$ cat config.mk
export PLATFORM = sky130hd
export DESIGN_NAME = pipe_ctrl
export DESIGN_NICKNAME = d
export VERILOG_FILES = /design/src/source/pipe_ctrl_pkg.sv /design/src/source/stage_if.sv /design/src/source/pipe_ctrl.sv /design/src/source/trap_unit.sv /design/src/source/hazard_unit.sv /design/src/source/forward_unit.sv
export SDC_FILE = /design/constraint.sdc
export NUM_CORES = 1
export LEC_CHECK = 0
export BUFFER_PORTS_ARGS = -buffer_cell sky130_fd_sc_hd__buf_2
export CAP_MARGIN = 20
export CORE_AREA = 2 2 123 125
export DETAILED_ROUTE_END_ITERATION = 10
export DIE_AREA = 0 0 125 127
export HOLD_SLACK_MARGIN = 0.12
export PLACE_DENSITY = 0.55
export SYNTH_ARGS = -nofsm -noshare
export SYNTH_HDL_FRONTEND = slang
export SYNTH_HIERARCHICAL = 1
export SYNTH_SLANG_ARGS = --single-unit
$ cat constraint.sdc
create_clock -name clk_i -period 2.3 [get_ports clk_i]
set_input_delay 0.345 -clock clk_i [delete_from_list [all_inputs] [get_ports clk_i]]
set_output_delay 0.345 -clock clk_i [all_outputs]
set_load 0.01 [all_outputs]
$ cat src/source/pipe_ctrl_pkg.sv
// ########################################
// pipeline control types and cause codes,
// plus the load test on memory operations
// ########################################
`default_nettype none

package pipe_ctrl_pkg;

    localparam int REG_ADDR_W = 5;

    // memory access carried by a pipeline register
    typedef enum logic [3:0]
    {
        MEM_NONE = 4'h0,
        MEM_LB   = 4'h1,
        MEM_LH   = 4'h2,
        MEM_LW   = 4'h3,
        MEM_LD   = 4'h4,
        MEM_LBU  = 4'h5,
        MEM_LHU  = 4'h6,
        MEM_LWU  = 4'h7,
        MEM_SB   = 4'h8,
        MEM_SH   = 4'h9,
        MEM_SW   = 4'ha,
        MEM_SD   = 4'hb
    } mem_oper_t;

    // trap seen in MEM2, low nibble is the mcause code
    typedef enum logic [4:0]
    {
        EXC_INSTR_MISALIGNED = 5'h00,
        EXC_INSTR_FAULT      = 5'h01,
        EXC_ILLEGAL_INSTR    = 5'h02,
        EXC_BREAKPOINT       = 5'h03,
        EXC_LOAD_MISALIGNED  = 5'h04,
        EXC_LOAD_FAULT       = 5'h05,
        EXC_STORE_MISALIGNED = 5'h06,
        EXC_STORE_FAULT      = 5'h07,
        EXC_ECALL_U          = 5'h08,
        EXC_ECALL_M          = 5'h0b,
        // bit 4 marks the non-exception codes
        NO_TRAP              = 5'h10,
        MRET                 = 5'h11
    } exc_t;

    typedef enum logic [1:0]
    {
        PC_JUMP = 2'd0,
        PC_TRAP = 2'd1,
        PC_MEPC = 2'd2
    } pc_sel_t;

    typedef enum logic [1:0]
    {
        PRIV_LVL_U = 2'b00,
        PRIV_LVL_M = 2'b11
    } priv_lvl_e;

    // subset of mstatus seen by the trap logic
    typedef struct packed
    {
        priv_lvl_e mpp;
        logic      mpie;
        logic      mie;
    } mstatus_t;

    typedef struct packed
    {
        logic m_external;
        logic m_timer;
        logic m_software;
    } irqs_t;

    // machine interrupt cause codes
    localparam logic [3:0] IRQ_MSI = 4'd3;
    localparam logic [3:0] IRQ_MTI = 4'd7;
    localparam logic [3:0] IRQ_MEI = 4'd11;

    typedef struct packed
    {
        logic       irq;
        logic [3:0] trap_code;
    } mcause_t;

    // true for every load width
    function automatic logic is_load(input mem_oper_t oper);
        logic load;
        case (oper)
            MEM_LB, MEM_LH, MEM_LW, MEM_LD, MEM_LBU, MEM_LHU, MEM_LWU: load = 1'b1;
            default: load = 1'b0;
        endcase
        return load;
    endfunction

endpackage

`default_nettype wire
$ cat src/source/stage_if.sv
// ########################################
// destination and result fields of one
// pipeline register
// ########################################
`timescale 1ns/100ps
`default_nettype none

interface stage_if
#(
    parameter int DATA_W = 32
);

    logic [pipe_ctrl_pkg::REG_ADDR_W-1:0] rd_addr;
    logic                                 write_rd;
    pipe_ctrl_pkg::mem_oper_t             mem_oper;
    logic [DATA_W-1:0]                    result;
    // only meaningful in MEM2/WB
    logic [DATA_W-1:0]                    lsu_rdata;

    modport producer (output rd_addr, write_rd, mem_oper, result, lsu_rdata);
    modport consumer (input rd_addr, write_rd, mem_oper, result, lsu_rdata);

endinterface

`default_nettype wire

$ cat src/source/pipe_ctrl.sv
// ########################################
// pipeline control top: stage bundles,
// forwarding, hazard and trap units
// ########################################
`timescale 1ns/100ps
`default_nettype none

module pipe_ctrl
#(
    parameter int DATA_W = 32
)
(
    input wire clk_i,
    input wire rstn_i,

    input wire [pipe_ctrl_pkg::REG_ADDR_W-1:0] id_ex_rs1_addr_i,
    input wire [pipe_ctrl_pkg::REG_ADDR_W-1:0] id_ex_rs2_addr_i,
    input wire ex_new_pc_en_i,

    input wire [pipe_ctrl_pkg::REG_ADDR_W-1:0] ex_mem1_rd_addr_i,
    input wire ex_mem1_write_rd_i,
    input var pipe_ctrl_pkg::mem_oper_t ex_mem1_mem_oper_i,
    input wire [DATA_W-1:0] ex_mem1_alu_result_i,

    input wire [pipe_ctrl_pkg::REG_ADDR_W-1:0] mem1_mem2_rd_addr_i,
    input wire mem1_mem2_write_rd_i,
    input var pipe_ctrl_pkg::mem_oper_t mem1_mem2_mem_oper_i,
    input wire [DATA_W-1:0] mem1_mem2_alu_result_i,

    input wire [pipe_ctrl_pkg::REG_ADDR_W-1:0] mem2_wb_rd_addr_i,
    input wire mem2_wb_write_rd_i,
    input var pipe_ctrl_pkg::mem_oper_t mem2_wb_mem_oper_i,
    input wire [DATA_W-1:0] mem2_wb_alu_result_i,
    input wire [DATA_W-1:0] lsu_rdata_i,

    input wire mem2_stall_needed_i,
    input var pipe_ctrl_pkg::exc_t mem_trap_i,
    input wire lsu_req_stall_i,

    input wire id_is_csr_i,
    input wire ex_is_csr_i,
    input wire mem1_is_csr_i,
    input wire mem2_is_csr_i,

    input var pipe_ctrl_pkg::priv_lvl_e current_plvl_i,
    input var pipe_ctrl_pkg::mstatus_t csr_mstatus_i,
    input var pipe_ctrl_pkg::irqs_t irq_pending_i,

    output logic fwd_ex_mem1_rs1_o,
    output logic fwd_ex_mem1_rs2_o,
    output logic [DATA_W-1:0] fwd_ex_mem1_data_o,
    output logic fwd_mem1_mem2_rs1_o,
    output logic fwd_mem1_mem2_rs2_o,
    output logic [DATA_W-1:0] fwd_mem1_mem2_data_o,
    output logic fwd_mem2_wb_rs1_o,
    output logic fwd_mem2_wb_rs2_o,
    output logic [DATA_W-1:0] fwd_mem2_wb_data_o,

    // fetch redirect
    output logic new_pc_en_o,
    output pipe_ctrl_pkg::pc_sel_t pc_sel_o,

    // CSR file
    output logic csr_mret_o,
    output pipe_ctrl_pkg::mcause_t csr_mcause_o,
    output logic is_trap_o,

    output logic if_id_stall_o,
    output logic if_id_flush_o,
    output logic id_ex_stall_o,
    output logic id_ex_flush_o,
    output logic ex_mem1_stall_o,
    output logic ex_mem1_flush_o,
    output logic mem1_mem2_stall_o,
    output logic mem1_mem2_flush_o,
    output logic mem2_wb_stall_o,
    output logic mem2_wb_flush_o
);

    logic hz_id_ex_flush;
    logic hz_ex_mem1_flush;
    logic redirect_flush;
    logic branch_only;

    // the top is the producer side of all three bundles
    stage_if #(.DATA_W(DATA_W)) ex_mem1 ();
    stage_if #(.DATA_W(DATA_W)) mem1_mem2 ();
    stage_if #(.DATA_W(DATA_W)) mem2_wb ();

    assign ex_mem1.rd_addr = ex_mem1_rd_addr_i;
    assign ex_mem1.write_rd = ex_mem1_write_rd_i;
    assign ex_mem1.mem_oper = ex_mem1_mem_oper_i;
    assign ex_mem1.result = ex_mem1_alu_result_i;
    // LSU data only exists at WB
    assign ex_mem1.lsu_rdata = '0;

    assign mem1_mem2.rd_addr = mem1_mem2_rd_addr_i;
    assign mem1_mem2.write_rd = mem1_mem2_write_rd_i;
    assign mem1_mem2.mem_oper = mem1_mem2_mem_oper_i;
    assign mem1_mem2.result = mem1_mem2_alu_result_i;
    assign mem1_mem2.lsu_rdata = '0;

    assign mem2_wb.rd_addr = mem2_wb_rd_addr_i;
    assign mem2_wb.write_rd = mem2_wb_write_rd_i;
    assign mem2_wb.mem_oper = mem2_wb_mem_oper_i;
    assign mem2_wb.result = mem2_wb_alu_result_i;
    assign mem2_wb.lsu_rdata = lsu_rdata_i;

    forward_unit #(.DATA_W(DATA_W)) u_forward (
        .id_ex_rs1_addr_i    (id_ex_rs1_addr_i),
        .id_ex_rs2_addr_i    (id_ex_rs2_addr_i),
        .ex_mem1             (ex_mem1),
        .mem1_mem2           (mem1_mem2),
        .mem2_wb             (mem2_wb),
        .fwd_ex_mem1_rs1_o   (fwd_ex_mem1_rs1_o),
        .fwd_ex_mem1_rs2_o   (fwd_ex_mem1_rs2_o),
        .fwd_mem1_mem2_rs1_o (fwd_mem1_mem2_rs1_o),
        .fwd_mem1_mem2_rs2_o (fwd_mem1_mem2_rs2_o),
        .fwd_mem2_wb_rs1_o   (fwd_mem2_wb_rs1_o),
        .fwd_mem2_wb_rs2_o   (fwd_mem2_wb_rs2_o),
        .fwd_ex_mem1_data_o  (fwd_ex_mem1_data_o),
        .fwd_mem1_mem2_data_o(fwd_mem1_mem2_data_o),
        .fwd_mem2_wb_data_o  (fwd_mem2_wb_data_o)
    );

    hazard_unit u_hazard (
        .id_ex_rs1_addr_i   (id_ex_rs1_addr_i),
        .id_ex_rs2_addr_i   (id_ex_rs2_addr_i),
        .ex_mem1            (ex_mem1),
        .mem1_mem2          (mem1_mem2),
        .fwd_ex_mem1_rs1_i  (fwd_ex_mem1_rs1_o),
        .fwd_ex_mem1_rs2_i  (fwd_ex_mem1_rs2_o),
        .mem2_stall_needed_i(mem2_stall_needed_i),
        .lsu_req_stall_i    (lsu_req_stall_i),
        .id_is_csr_i        (id_is_csr_i),
        .ex_is_csr_i        (ex_is_csr_i),
        .mem1_is_csr_i      (mem1_is_csr_i),
        .mem2_is_csr_i      (mem2_is_csr_i),
        .if_id_stall_o      (if_id_stall_o),
        .if_id_flush_o      (if_id_flush_o),
        .id_ex_stall_o      (id_ex_stall_o),
        .id_ex_flush_o      (hz_id_ex_flush),
        .ex_mem1_stall_o    (ex_mem1_stall_o),
        .ex_mem1_flush_o    (hz_ex_mem1_flush),
        .mem1_mem2_stall_o  (mem1_mem2_stall_o),
        .mem1_mem2_flush_o  (mem1_mem2_flush_o),
        .mem2_wb_stall_o    (mem2_wb_stall_o),
        .mem2_wb_flush_o    (mem2_wb_flush_o)
    );

    trap_unit u_trap (
        .clk_i           (clk_i),
        .rstn_i          (rstn_i),
        .mem_trap_i      (mem_trap_i),
        .ex_new_pc_en_i  (ex_new_pc_en_i),
        .current_plvl_i  (current_plvl_i),
        .csr_mstatus_i   (csr_mstatus_i),
        .irq_pending_i   (irq_pending_i),
        .new_pc_en_o     (new_pc_en_o),
        .pc_sel_o        (pc_sel_o),
        .csr_mret_o      (csr_mret_o),
        .is_trap_o       (is_trap_o),
        .csr_mcause_o    (csr_mcause_o),
        .redirect_flush_o(redirect_flush),
        .branch_only_o   (branch_only)
    );

    // redirects flush regardless of stalls, a branch spares EX/MEM1
    assign id_ex_flush_o = hz_id_ex_flush || redirect_flush;
    assign ex_mem1_flush_o = hz_ex_mem1_flush || (redirect_flush && !branch_only);

endmodule

`default_nettype wire

$ cat src/source/trap_unit.sv
// ########################################
// interrupt priority and redirect FSM
// ########################################
`timescale 1ns/100ps
`default_nettype none

module trap_unit
(
    input wire clk_i,
    input wire rstn_i,

    input var pipe_ctrl_pkg::exc_t mem_trap_i,
    // taken branch resolved in EX
    input wire ex_new_pc_en_i,

    input var pipe_ctrl_pkg::priv_lvl_e current_plvl_i,
    input var pipe_ctrl_pkg::mstatus_t csr_mstatus_i,
    input var pipe_ctrl_pkg::irqs_t irq_pending_i,

    output logic new_pc_en_o,
    output pipe_ctrl_pkg::pc_sel_t pc_sel_o,
    output logic csr_mret_o,
    output logic is_trap_o,
    output pipe_ctrl_pkg::mcause_t csr_mcause_o,
    // branch_only_o limits the flush to ID/EX
    output logic redirect_flush_o,
    output logic branch_only_o
);

    typedef enum logic
    {
        DECODE,
        IRQ_TAKEN
    } state_t;

    state_t state_q;
    state_t state_d;

    logic irq_en;
    logic irq_take;
    logic [3:0] irq_code;

    // mie is ignored in U mode, interrupts always reach M
    assign irq_en = csr_mstatus_i.mie || (current_plvl_i == pipe_ctrl_pkg::PRIV_LVL_U);
    // one cycle of hold-off after an interrupt redirect
    assign irq_take = irq_en && (|irq_pending_i) && (state_q == DECODE);

    // software over timer over external
    always_comb
    begin
        if (irq_pending_i.m_software)
            irq_code = pipe_ctrl_pkg::IRQ_MSI;
        else if (irq_pending_i.m_timer)
            irq_code = pipe_ctrl_pkg::IRQ_MTI;
        else if (irq_pending_i.m_external)
            irq_code = pipe_ctrl_pkg::IRQ_MEI;
        else
            irq_code = 4'd0;
    end

    always_ff @(posedge clk_i or negedge rstn_i)
    begin
        if (!rstn_i)
            state_q <= DECODE;
        else
            state_q <= state_d;
    end

    always_comb
    begin
        // IRQ_TAKEN always falls back to DECODE
        state_d = DECODE;
        new_pc_en_o = 1'b0;
        pc_sel_o = pipe_ctrl_pkg::PC_JUMP;
        csr_mret_o = 1'b0;
        is_trap_o = 1'b0;
        redirect_flush_o = 1'b0;
        branch_only_o = 1'b0;
        csr_mcause_o.irq = 1'b0;
        csr_mcause_o.trap_code = mem_trap_i[3:0];

        if (mem_trap_i == pipe_ctrl_pkg::MRET)
        begin
            // return to mepc, CSR file restores mie/privilege
            new_pc_en_o = 1'b1;
            pc_sel_o = pipe_ctrl_pkg::PC_MEPC;
            csr_mret_o = 1'b1;
            redirect_flush_o = 1'b1;
        end
        else if (mem_trap_i != pipe_ctrl_pkg::NO_TRAP)
        begin
            new_pc_en_o = 1'b1;
            pc_sel_o = pipe_ctrl_pkg::PC_TRAP;
            is_trap_o = 1'b1;
            redirect_flush_o = 1'b1;
        end
        else if (irq_take)
        begin
            // the MEM2 instruction retires, everything younger is dropped
            new_pc_en_o = 1'b1;
            pc_sel_o = pipe_ctrl_pkg::PC_TRAP;
            is_trap_o = 1'b1;
            redirect_flush_o = 1'b1;
            csr_mcause_o.irq = 1'b1;
            csr_mcause_o.trap_code = irq_code;
            state_d = IRQ_TAKEN;
        end
        else if (ex_new_pc_en_i)
        begin
            // predicted not taken, only the instruction in ID/EX is wrong
            new_pc_en_o = 1'b1;
            redirect_flush_o = 1'b1;
            branch_only_o = 1'b1;
        end
    end

endmodule

`default_nettype wire

$ cat src/source/hazard_unit.sv
// ########################################
// load-use detection and stall/flush chain
// ########################################
`timescale 1ns/100ps
`default_nettype none

module hazard_unit
(
    input wire [pipe_ctrl_pkg::REG_ADDR_W-1:0] id_ex_rs1_addr_i,
    input wire [pipe_ctrl_pkg::REG_ADDR_W-1:0] id_ex_rs2_addr_i,

    stage_if.consumer ex_mem1,
    stage_if.consumer mem1_mem2,

    // EX/MEM1 forwarding already covers a MEM2 load
    input wire fwd_ex_mem1_rs1_i,
    input wire fwd_ex_mem1_rs2_i,

    input wire mem2_stall_needed_i,
    input wire lsu_req_stall_i,

    // CSR instruction present per stage
    input wire id_is_csr_i,
    input wire ex_is_csr_i,
    input wire mem1_is_csr_i,
    input wire mem2_is_csr_i,

    output logic if_id_stall_o,
    output logic if_id_flush_o,
    output logic id_ex_stall_o,
    output logic id_ex_flush_o,
    output logic ex_mem1_stall_o,
    output logic ex_mem1_flush_o,
    output logic mem1_mem2_stall_o,
    output logic mem1_mem2_flush_o,
    output logic mem2_wb_stall_o,
    output logic mem2_wb_flush_o
);

    logic load_in_mem1;
    logic load_in_mem2_rs1;
    logic load_in_mem2_rs2;
    logic load_use;

    // split memory stage, a use right behind a load waits two cycles
    assign load_in_mem1 = pipe_ctrl_pkg::is_load(ex_mem1.mem_oper)
        && ex_mem1.write_rd && (ex_mem1.rd_addr != '0)
        && ((ex_mem1.rd_addr == id_ex_rs1_addr_i) || (ex_mem1.rd_addr == id_ex_rs2_addr_i));

    assign load_in_mem2_rs1 = pipe_ctrl_pkg::is_load(mem1_mem2.mem_oper)
        && mem1_mem2.write_rd && (mem1_mem2.rd_addr != '0)
        && (mem1_mem2.rd_addr == id_ex_rs1_addr_i);
    assign load_in_mem2_rs2 = pipe_ctrl_pkg::is_load(mem1_mem2.mem_oper)
        && mem1_mem2.write_rd && (mem1_mem2.rd_addr != '0)
        && (mem1_mem2.rd_addr == id_ex_rs2_addr_i);

    // a younger ALU op in EX/MEM1 overrides the MEM2 load value
    assign load_use = load_in_mem1
        || (load_in_mem2_rs1 && !fwd_ex_mem1_rs1_i)
        || (load_in_mem2_rs2 && !fwd_ex_mem1_rs2_i);

    // stalls run from the back of the pipe toward fetch
    assign mem2_wb_stall_o = 1'b0;
    assign mem1_mem2_stall_o = mem2_stall_needed_i || mem2_wb_stall_o;
    assign ex_mem1_stall_o = lsu_req_stall_i || mem1_mem2_stall_o;
    assign id_ex_stall_o = load_use || ex_mem1_stall_o;
    // CSR side effects must settle before the next fetch
    assign if_id_stall_o = id_ex_stall_o || ex_is_csr_i || mem1_is_csr_i || mem2_is_csr_i;

    // bubbles behind the stalled stages
    assign mem2_wb_flush_o = mem2_stall_needed_i;
    assign mem1_mem2_flush_o = lsu_req_stall_i;
    // a held EX/MEM1 keeps its older instruction, so no bubble then
    assign ex_mem1_flush_o = load_use && !ex_mem1_stall_o;
    // only redirects flush ID/EX
    assign id_ex_flush_o = 1'b0;
    assign if_id_flush_o = id_is_csr_i || ex_is_csr_i || mem1_is_csr_i || mem2_is_csr_i;

endmodule

`default_nettype wire

$ cat src/source/forward_unit.sv
// ########################################
// operand forwarding toward the EX stage
// ########################################
`timescale 1ns/100ps
`default_nettype none

module forward_unit
#(
    parameter int DATA_W = 32
)
(
    // sources of the instruction sitting in ID/EX
    input wire [pipe_ctrl_pkg::REG_ADDR_W-1:0] id_ex_rs1_addr_i,
    input wire [pipe_ctrl_pkg::REG_ADDR_W-1:0] id_ex_rs2_addr_i,

    stage_if.consumer ex_mem1,
    stage_if.consumer mem1_mem2,
    stage_if.consumer mem2_wb,

    output logic fwd_ex_mem1_rs1_o,
    output logic fwd_ex_mem1_rs2_o,
    output logic fwd_mem1_mem2_rs1_o,
    output logic fwd_mem1_mem2_rs2_o,
    output logic fwd_mem2_wb_rs1_o,
    output logic fwd_mem2_wb_rs2_o,
    output logic [DATA_W-1:0] fwd_ex_mem1_data_o,
    output logic [DATA_W-1:0] fwd_mem1_mem2_data_o,
    output logic [DATA_W-1:0] fwd_mem2_wb_data_o
);

    logic ex_mem1_can_fwd;
    logic mem1_mem2_can_fwd;
    logic mem2_wb_can_fwd;

    // x0 is hardwired, writing it never produces a value
    // a load in EX/MEM1 only holds its address, its data is not back yet
    assign ex_mem1_can_fwd = ex_mem1.write_rd && (ex_mem1.rd_addr != '0)
        && !pipe_ctrl_pkg::is_load(ex_mem1.mem_oper);
    assign mem1_mem2_can_fwd = mem1_mem2.write_rd && (mem1_mem2.rd_addr != '0);
    assign mem2_wb_can_fwd = mem2_wb.write_rd && (mem2_wb.rd_addr != '0);

    // more than one flag may be set, EX takes the youngest stage
    assign fwd_ex_mem1_rs1_o = ex_mem1_can_fwd && (ex_mem1.rd_addr == id_ex_rs1_addr_i);
    assign fwd_ex_mem1_rs2_o = ex_mem1_can_fwd && (ex_mem1.rd_addr == id_ex_rs2_addr_i);
    assign fwd_mem1_mem2_rs1_o = mem1_mem2_can_fwd && (mem1_mem2.rd_addr == id_ex_rs1_addr_i);
    assign fwd_mem1_mem2_rs2_o = mem1_mem2_can_fwd && (mem1_mem2.rd_addr == id_ex_rs2_addr_i);
    assign fwd_mem2_wb_rs1_o = mem2_wb_can_fwd && (mem2_wb.rd_addr == id_ex_rs1_addr_i);
    assign fwd_mem2_wb_rs2_o = mem2_wb_can_fwd && (mem2_wb.rd_addr == id_ex_rs2_addr_i);

    // ALU result in the two younger stages
    assign fwd_ex_mem1_data_o = ex_mem1.result;
    assign fwd_mem1_mem2_data_o = mem1_mem2.result;

    // by WB the LSU has returned the load data, the result is just the address
    assign fwd_mem2_wb_data_o = pipe_ctrl_pkg::is_load(mem2_wb.mem_oper)
        ? mem2_wb.lsu_rdata : mem2_wb.result;

endmodule

`default_nettype wire

==> impl_metrics.json <==
{
  "status": "finished, violations left",
  "failing_checks": "negative setup slack",
  "vias": 2081,
  "boundaryPins": 313,
  "dp.final_hpwl_mm": 8.16,
  "layout.cells.non_filler": 542,
  "post_synth.cell_area_avg_um2": 8.28,
  "clockPowerShare_pct": 0,
  "synth_warnings": 6,
  "port_buffers": 180,
  "worst_setup_path_end_kind": "output pin",
  "startpoint_type": "input pin",
  "maximum_vdd_drop_mv": 0.0753,
  "global_route.overflow_total": 0,
  "clkTransAtPathRegs_ps": 0,
  "postRouteWirelength_mm": 8.88,
  "tightest_slew_ps": 594,
  "cap_violations": 0,
  "timing.critical_path.required_ps": 1960,
  "post_drt_wl_per_cell_um": 16.4,
  "slew_violations": 0,
  "sequential_area_um2": 25.0,
  "timing.final.ws_setup_ps": -40.1,
  "switchingPower_uw": 236,
  "registers.top_by_ff_count": "u_trap/state_q",
  "fillerInstances": 1634,
  "mappedNetlistArea_mm2": 0.00190,
  "p_sw_share_pct": 43.8,
  "num_antenna_cells": 0,
  "fmax_mhz": 427,
  "nNetsFinal": 551,
  "first_global_vias": 2025,
  "die_area_mm2": 0.0159,
  "dieWidth_um": 125,
  "gp_congestion": 0.802,
  "crit_slowest_cell": "sky130_fd_sc_hd__a22oi_2",
  "leakagePower_nw": 1.30,
  "core_region_area_mm2": 0.0144,
  "grt_first_pass_wirelength_mm": 12.3,
  "chipHeight_um": 127,
  "first_pass_iters": 4,
  "timing.final.crit_share_pct": 102,
  "initial_core_util_pct": 13.2,
  "p_comb_share_pct": 96.6,
  "worstPathCellList": "buf_2 -> buf_6 -> xnor2_4 -> o2111ai_4 -> nor3_2 -> nand2b_4 -> o32ai_4 -> a22oi_2 -> nor2_1 -> a21o_1 -> buf_2",
  "cp.buffers_inverters": 3,
  "timing.critical_path.arrival_ps": 2000,
  "postCtsHoldBufs": 0,
  "worst-setup-path-type": "input pin to output pin",
  "globalRouteTotalUtil_pct": 10.2,
  "area_delta_synth_final_pct": 46.8,
  "floorplan.rows": 44,
  "critPathTopFamily": "compound AO/OA/AOI/OAI gates",
  "grt_max_degree": 33,
  "dp.cells": 540,
  "hold_path.class": "input pin to asynchronous set/reset pin",
  "number_of_failing_setup_endpoints_in_the_final_timing_report": 1,
  "dr.first_iter.drc_count": 58,
  "largest_register_ffs": 1,
  "period_needed_ps": 2340,
  "grt_setup_unrepaired": "true",
  "worst_case_register_to_register_setup_slack_ps": 1490,
  "setup_slack_placement_ps": -226,
  "ant_nets": 0,
  "number_of_drc_violations_after_detailed_routing": 0,
  "largest_registers": "u_trap/state_q: 1 flops",
  "crit_top_cell": "sky130_fd_sc_hd__buf_2",
  "timing_hold_violations_final": 0,
  "source_to_sink_clock_delay_at_the_later_pin_of_the_worst_skew_pair_ps": 0,
  "worst_clock_skew_ps": 0,
  "grt_antenna_before_repair": 4,
  "timing.critical_path.fanout_max": 5,
  "share_seq_of_total_power_pct": 3.4,
  "delay_of_the_slowest_cell_on_the_worst_path_ps": 310,
  "power_per_cell_area_mw_per_mm2": 193,
  "total_area_of_multi_input_combinational_cells_mm2": 0.00140,
  "post_synthesis_instance_total": 230,
  "internal_power_uw": 302,
  "route.detailed.vias_per_inst": 3.84,
  "max-slew-margin-rel_pct": 59.8,
  "post_route_cells_drive_above_1_share_pct": 71.8
}
-- worst paths after layout --
kind | start | depth (start not counted) | endpoint
worst max register to register | u_trap/state_q | 3 | u_trap/state_q
min in group clk_i | ex_mem1_alu_result_i[10] | 0 | fwd_ex_mem1_data_o[10]
worst min-delay path | rstn_i | 1 | u_trap/state_q
max in group asynchronous | rstn_i | 1 | u_trap/state_q
worst min register to register | u_trap/state_q | 3 | u_trap/state_q
worst max-delay path | ex_mem1_rd_addr_i[1] | 11 | ex_mem1_flush_o
-- layer usage --
layer / vias up / part of all wire (%) / GRT usage [%]
met5: - / 0.21 / 0
met3: 30 / 9.4 / 2.60
li1: 972 / - / -
met4: 2 / 1.8 / 1.63
met1: 926 / 32 / 9.94
met2: 151 / 56 / 21.5
-- power groups by stage --
stage | clock [mW] | combinational, mW | sequential, mW
finish | 0 | 0.520 | 0.0181
global route | 0 | 0.566 | 0.0182
CTS | 0 | 0.499 | 0.0182
detailed placement | 0 | 0.491 | 0.0182
global placement | 0 | 0.487 | 0.0182
floorplan | 0 | 0.350 | 0.0181
-- metrics by stage --
stage | setup TNS, ps | power [mW] | hold slack (ps) | util (%) | instance area (µm²)
after floorplan | 0 | 0.368 | 49.4 | - | 1910
after global placement | -392 | 0.505 | 127 | 18.2 | 2630
after detailed placement | -549 | 0.509 | 126 | 18.2 | 2630
after CTS | -54.0 | 0.517 | 126 | 18.5 | 2670
after global routing | -431 | 0.584 | 131 | 19.4 | 2800
final | -40.1 | 0.538 | 125 | 19.4 | 2800
-- cell usage in the layout, fill, tap and decap left out, drive strengths merged --
master	n
buf	203
xnor2	41
mux2	32
nand3	10
xor2	9
nor2	7
nor3	7
or4	5
inv	4
nor4	4
a21o	3
nand2	3
and2	3
o21ai	3
nor4b	3
nand4	2
conb	2
a41o	2
o2111ai	2
nand2b	2
and3	2
or2	1
o32ai	1
o22ai	1
a22oi	1
o21bai	1
and2b	1
or3	1
nand3b	1
dfrtp	1
-- repair_timing --
action | in CTS | in global routing
setup endpoints to repair | 3 | 3
gates cloned | 0 | 0
setup buffers | 0 | 2
pin swaps | 6 | 7
resized for setup | 8 | 16
hold endpoints to repair | 0 | 0
-- layout make-up --
cell class | count | share of cell area, %
sequential | 1 | 0.895
inverter | 4 | 0.537
timing repair buffer | 203 | 40.3
multi-input combinational | 150 | 50.1
tap | 184 | 8.23
Power figures use the tool's default switching activity.
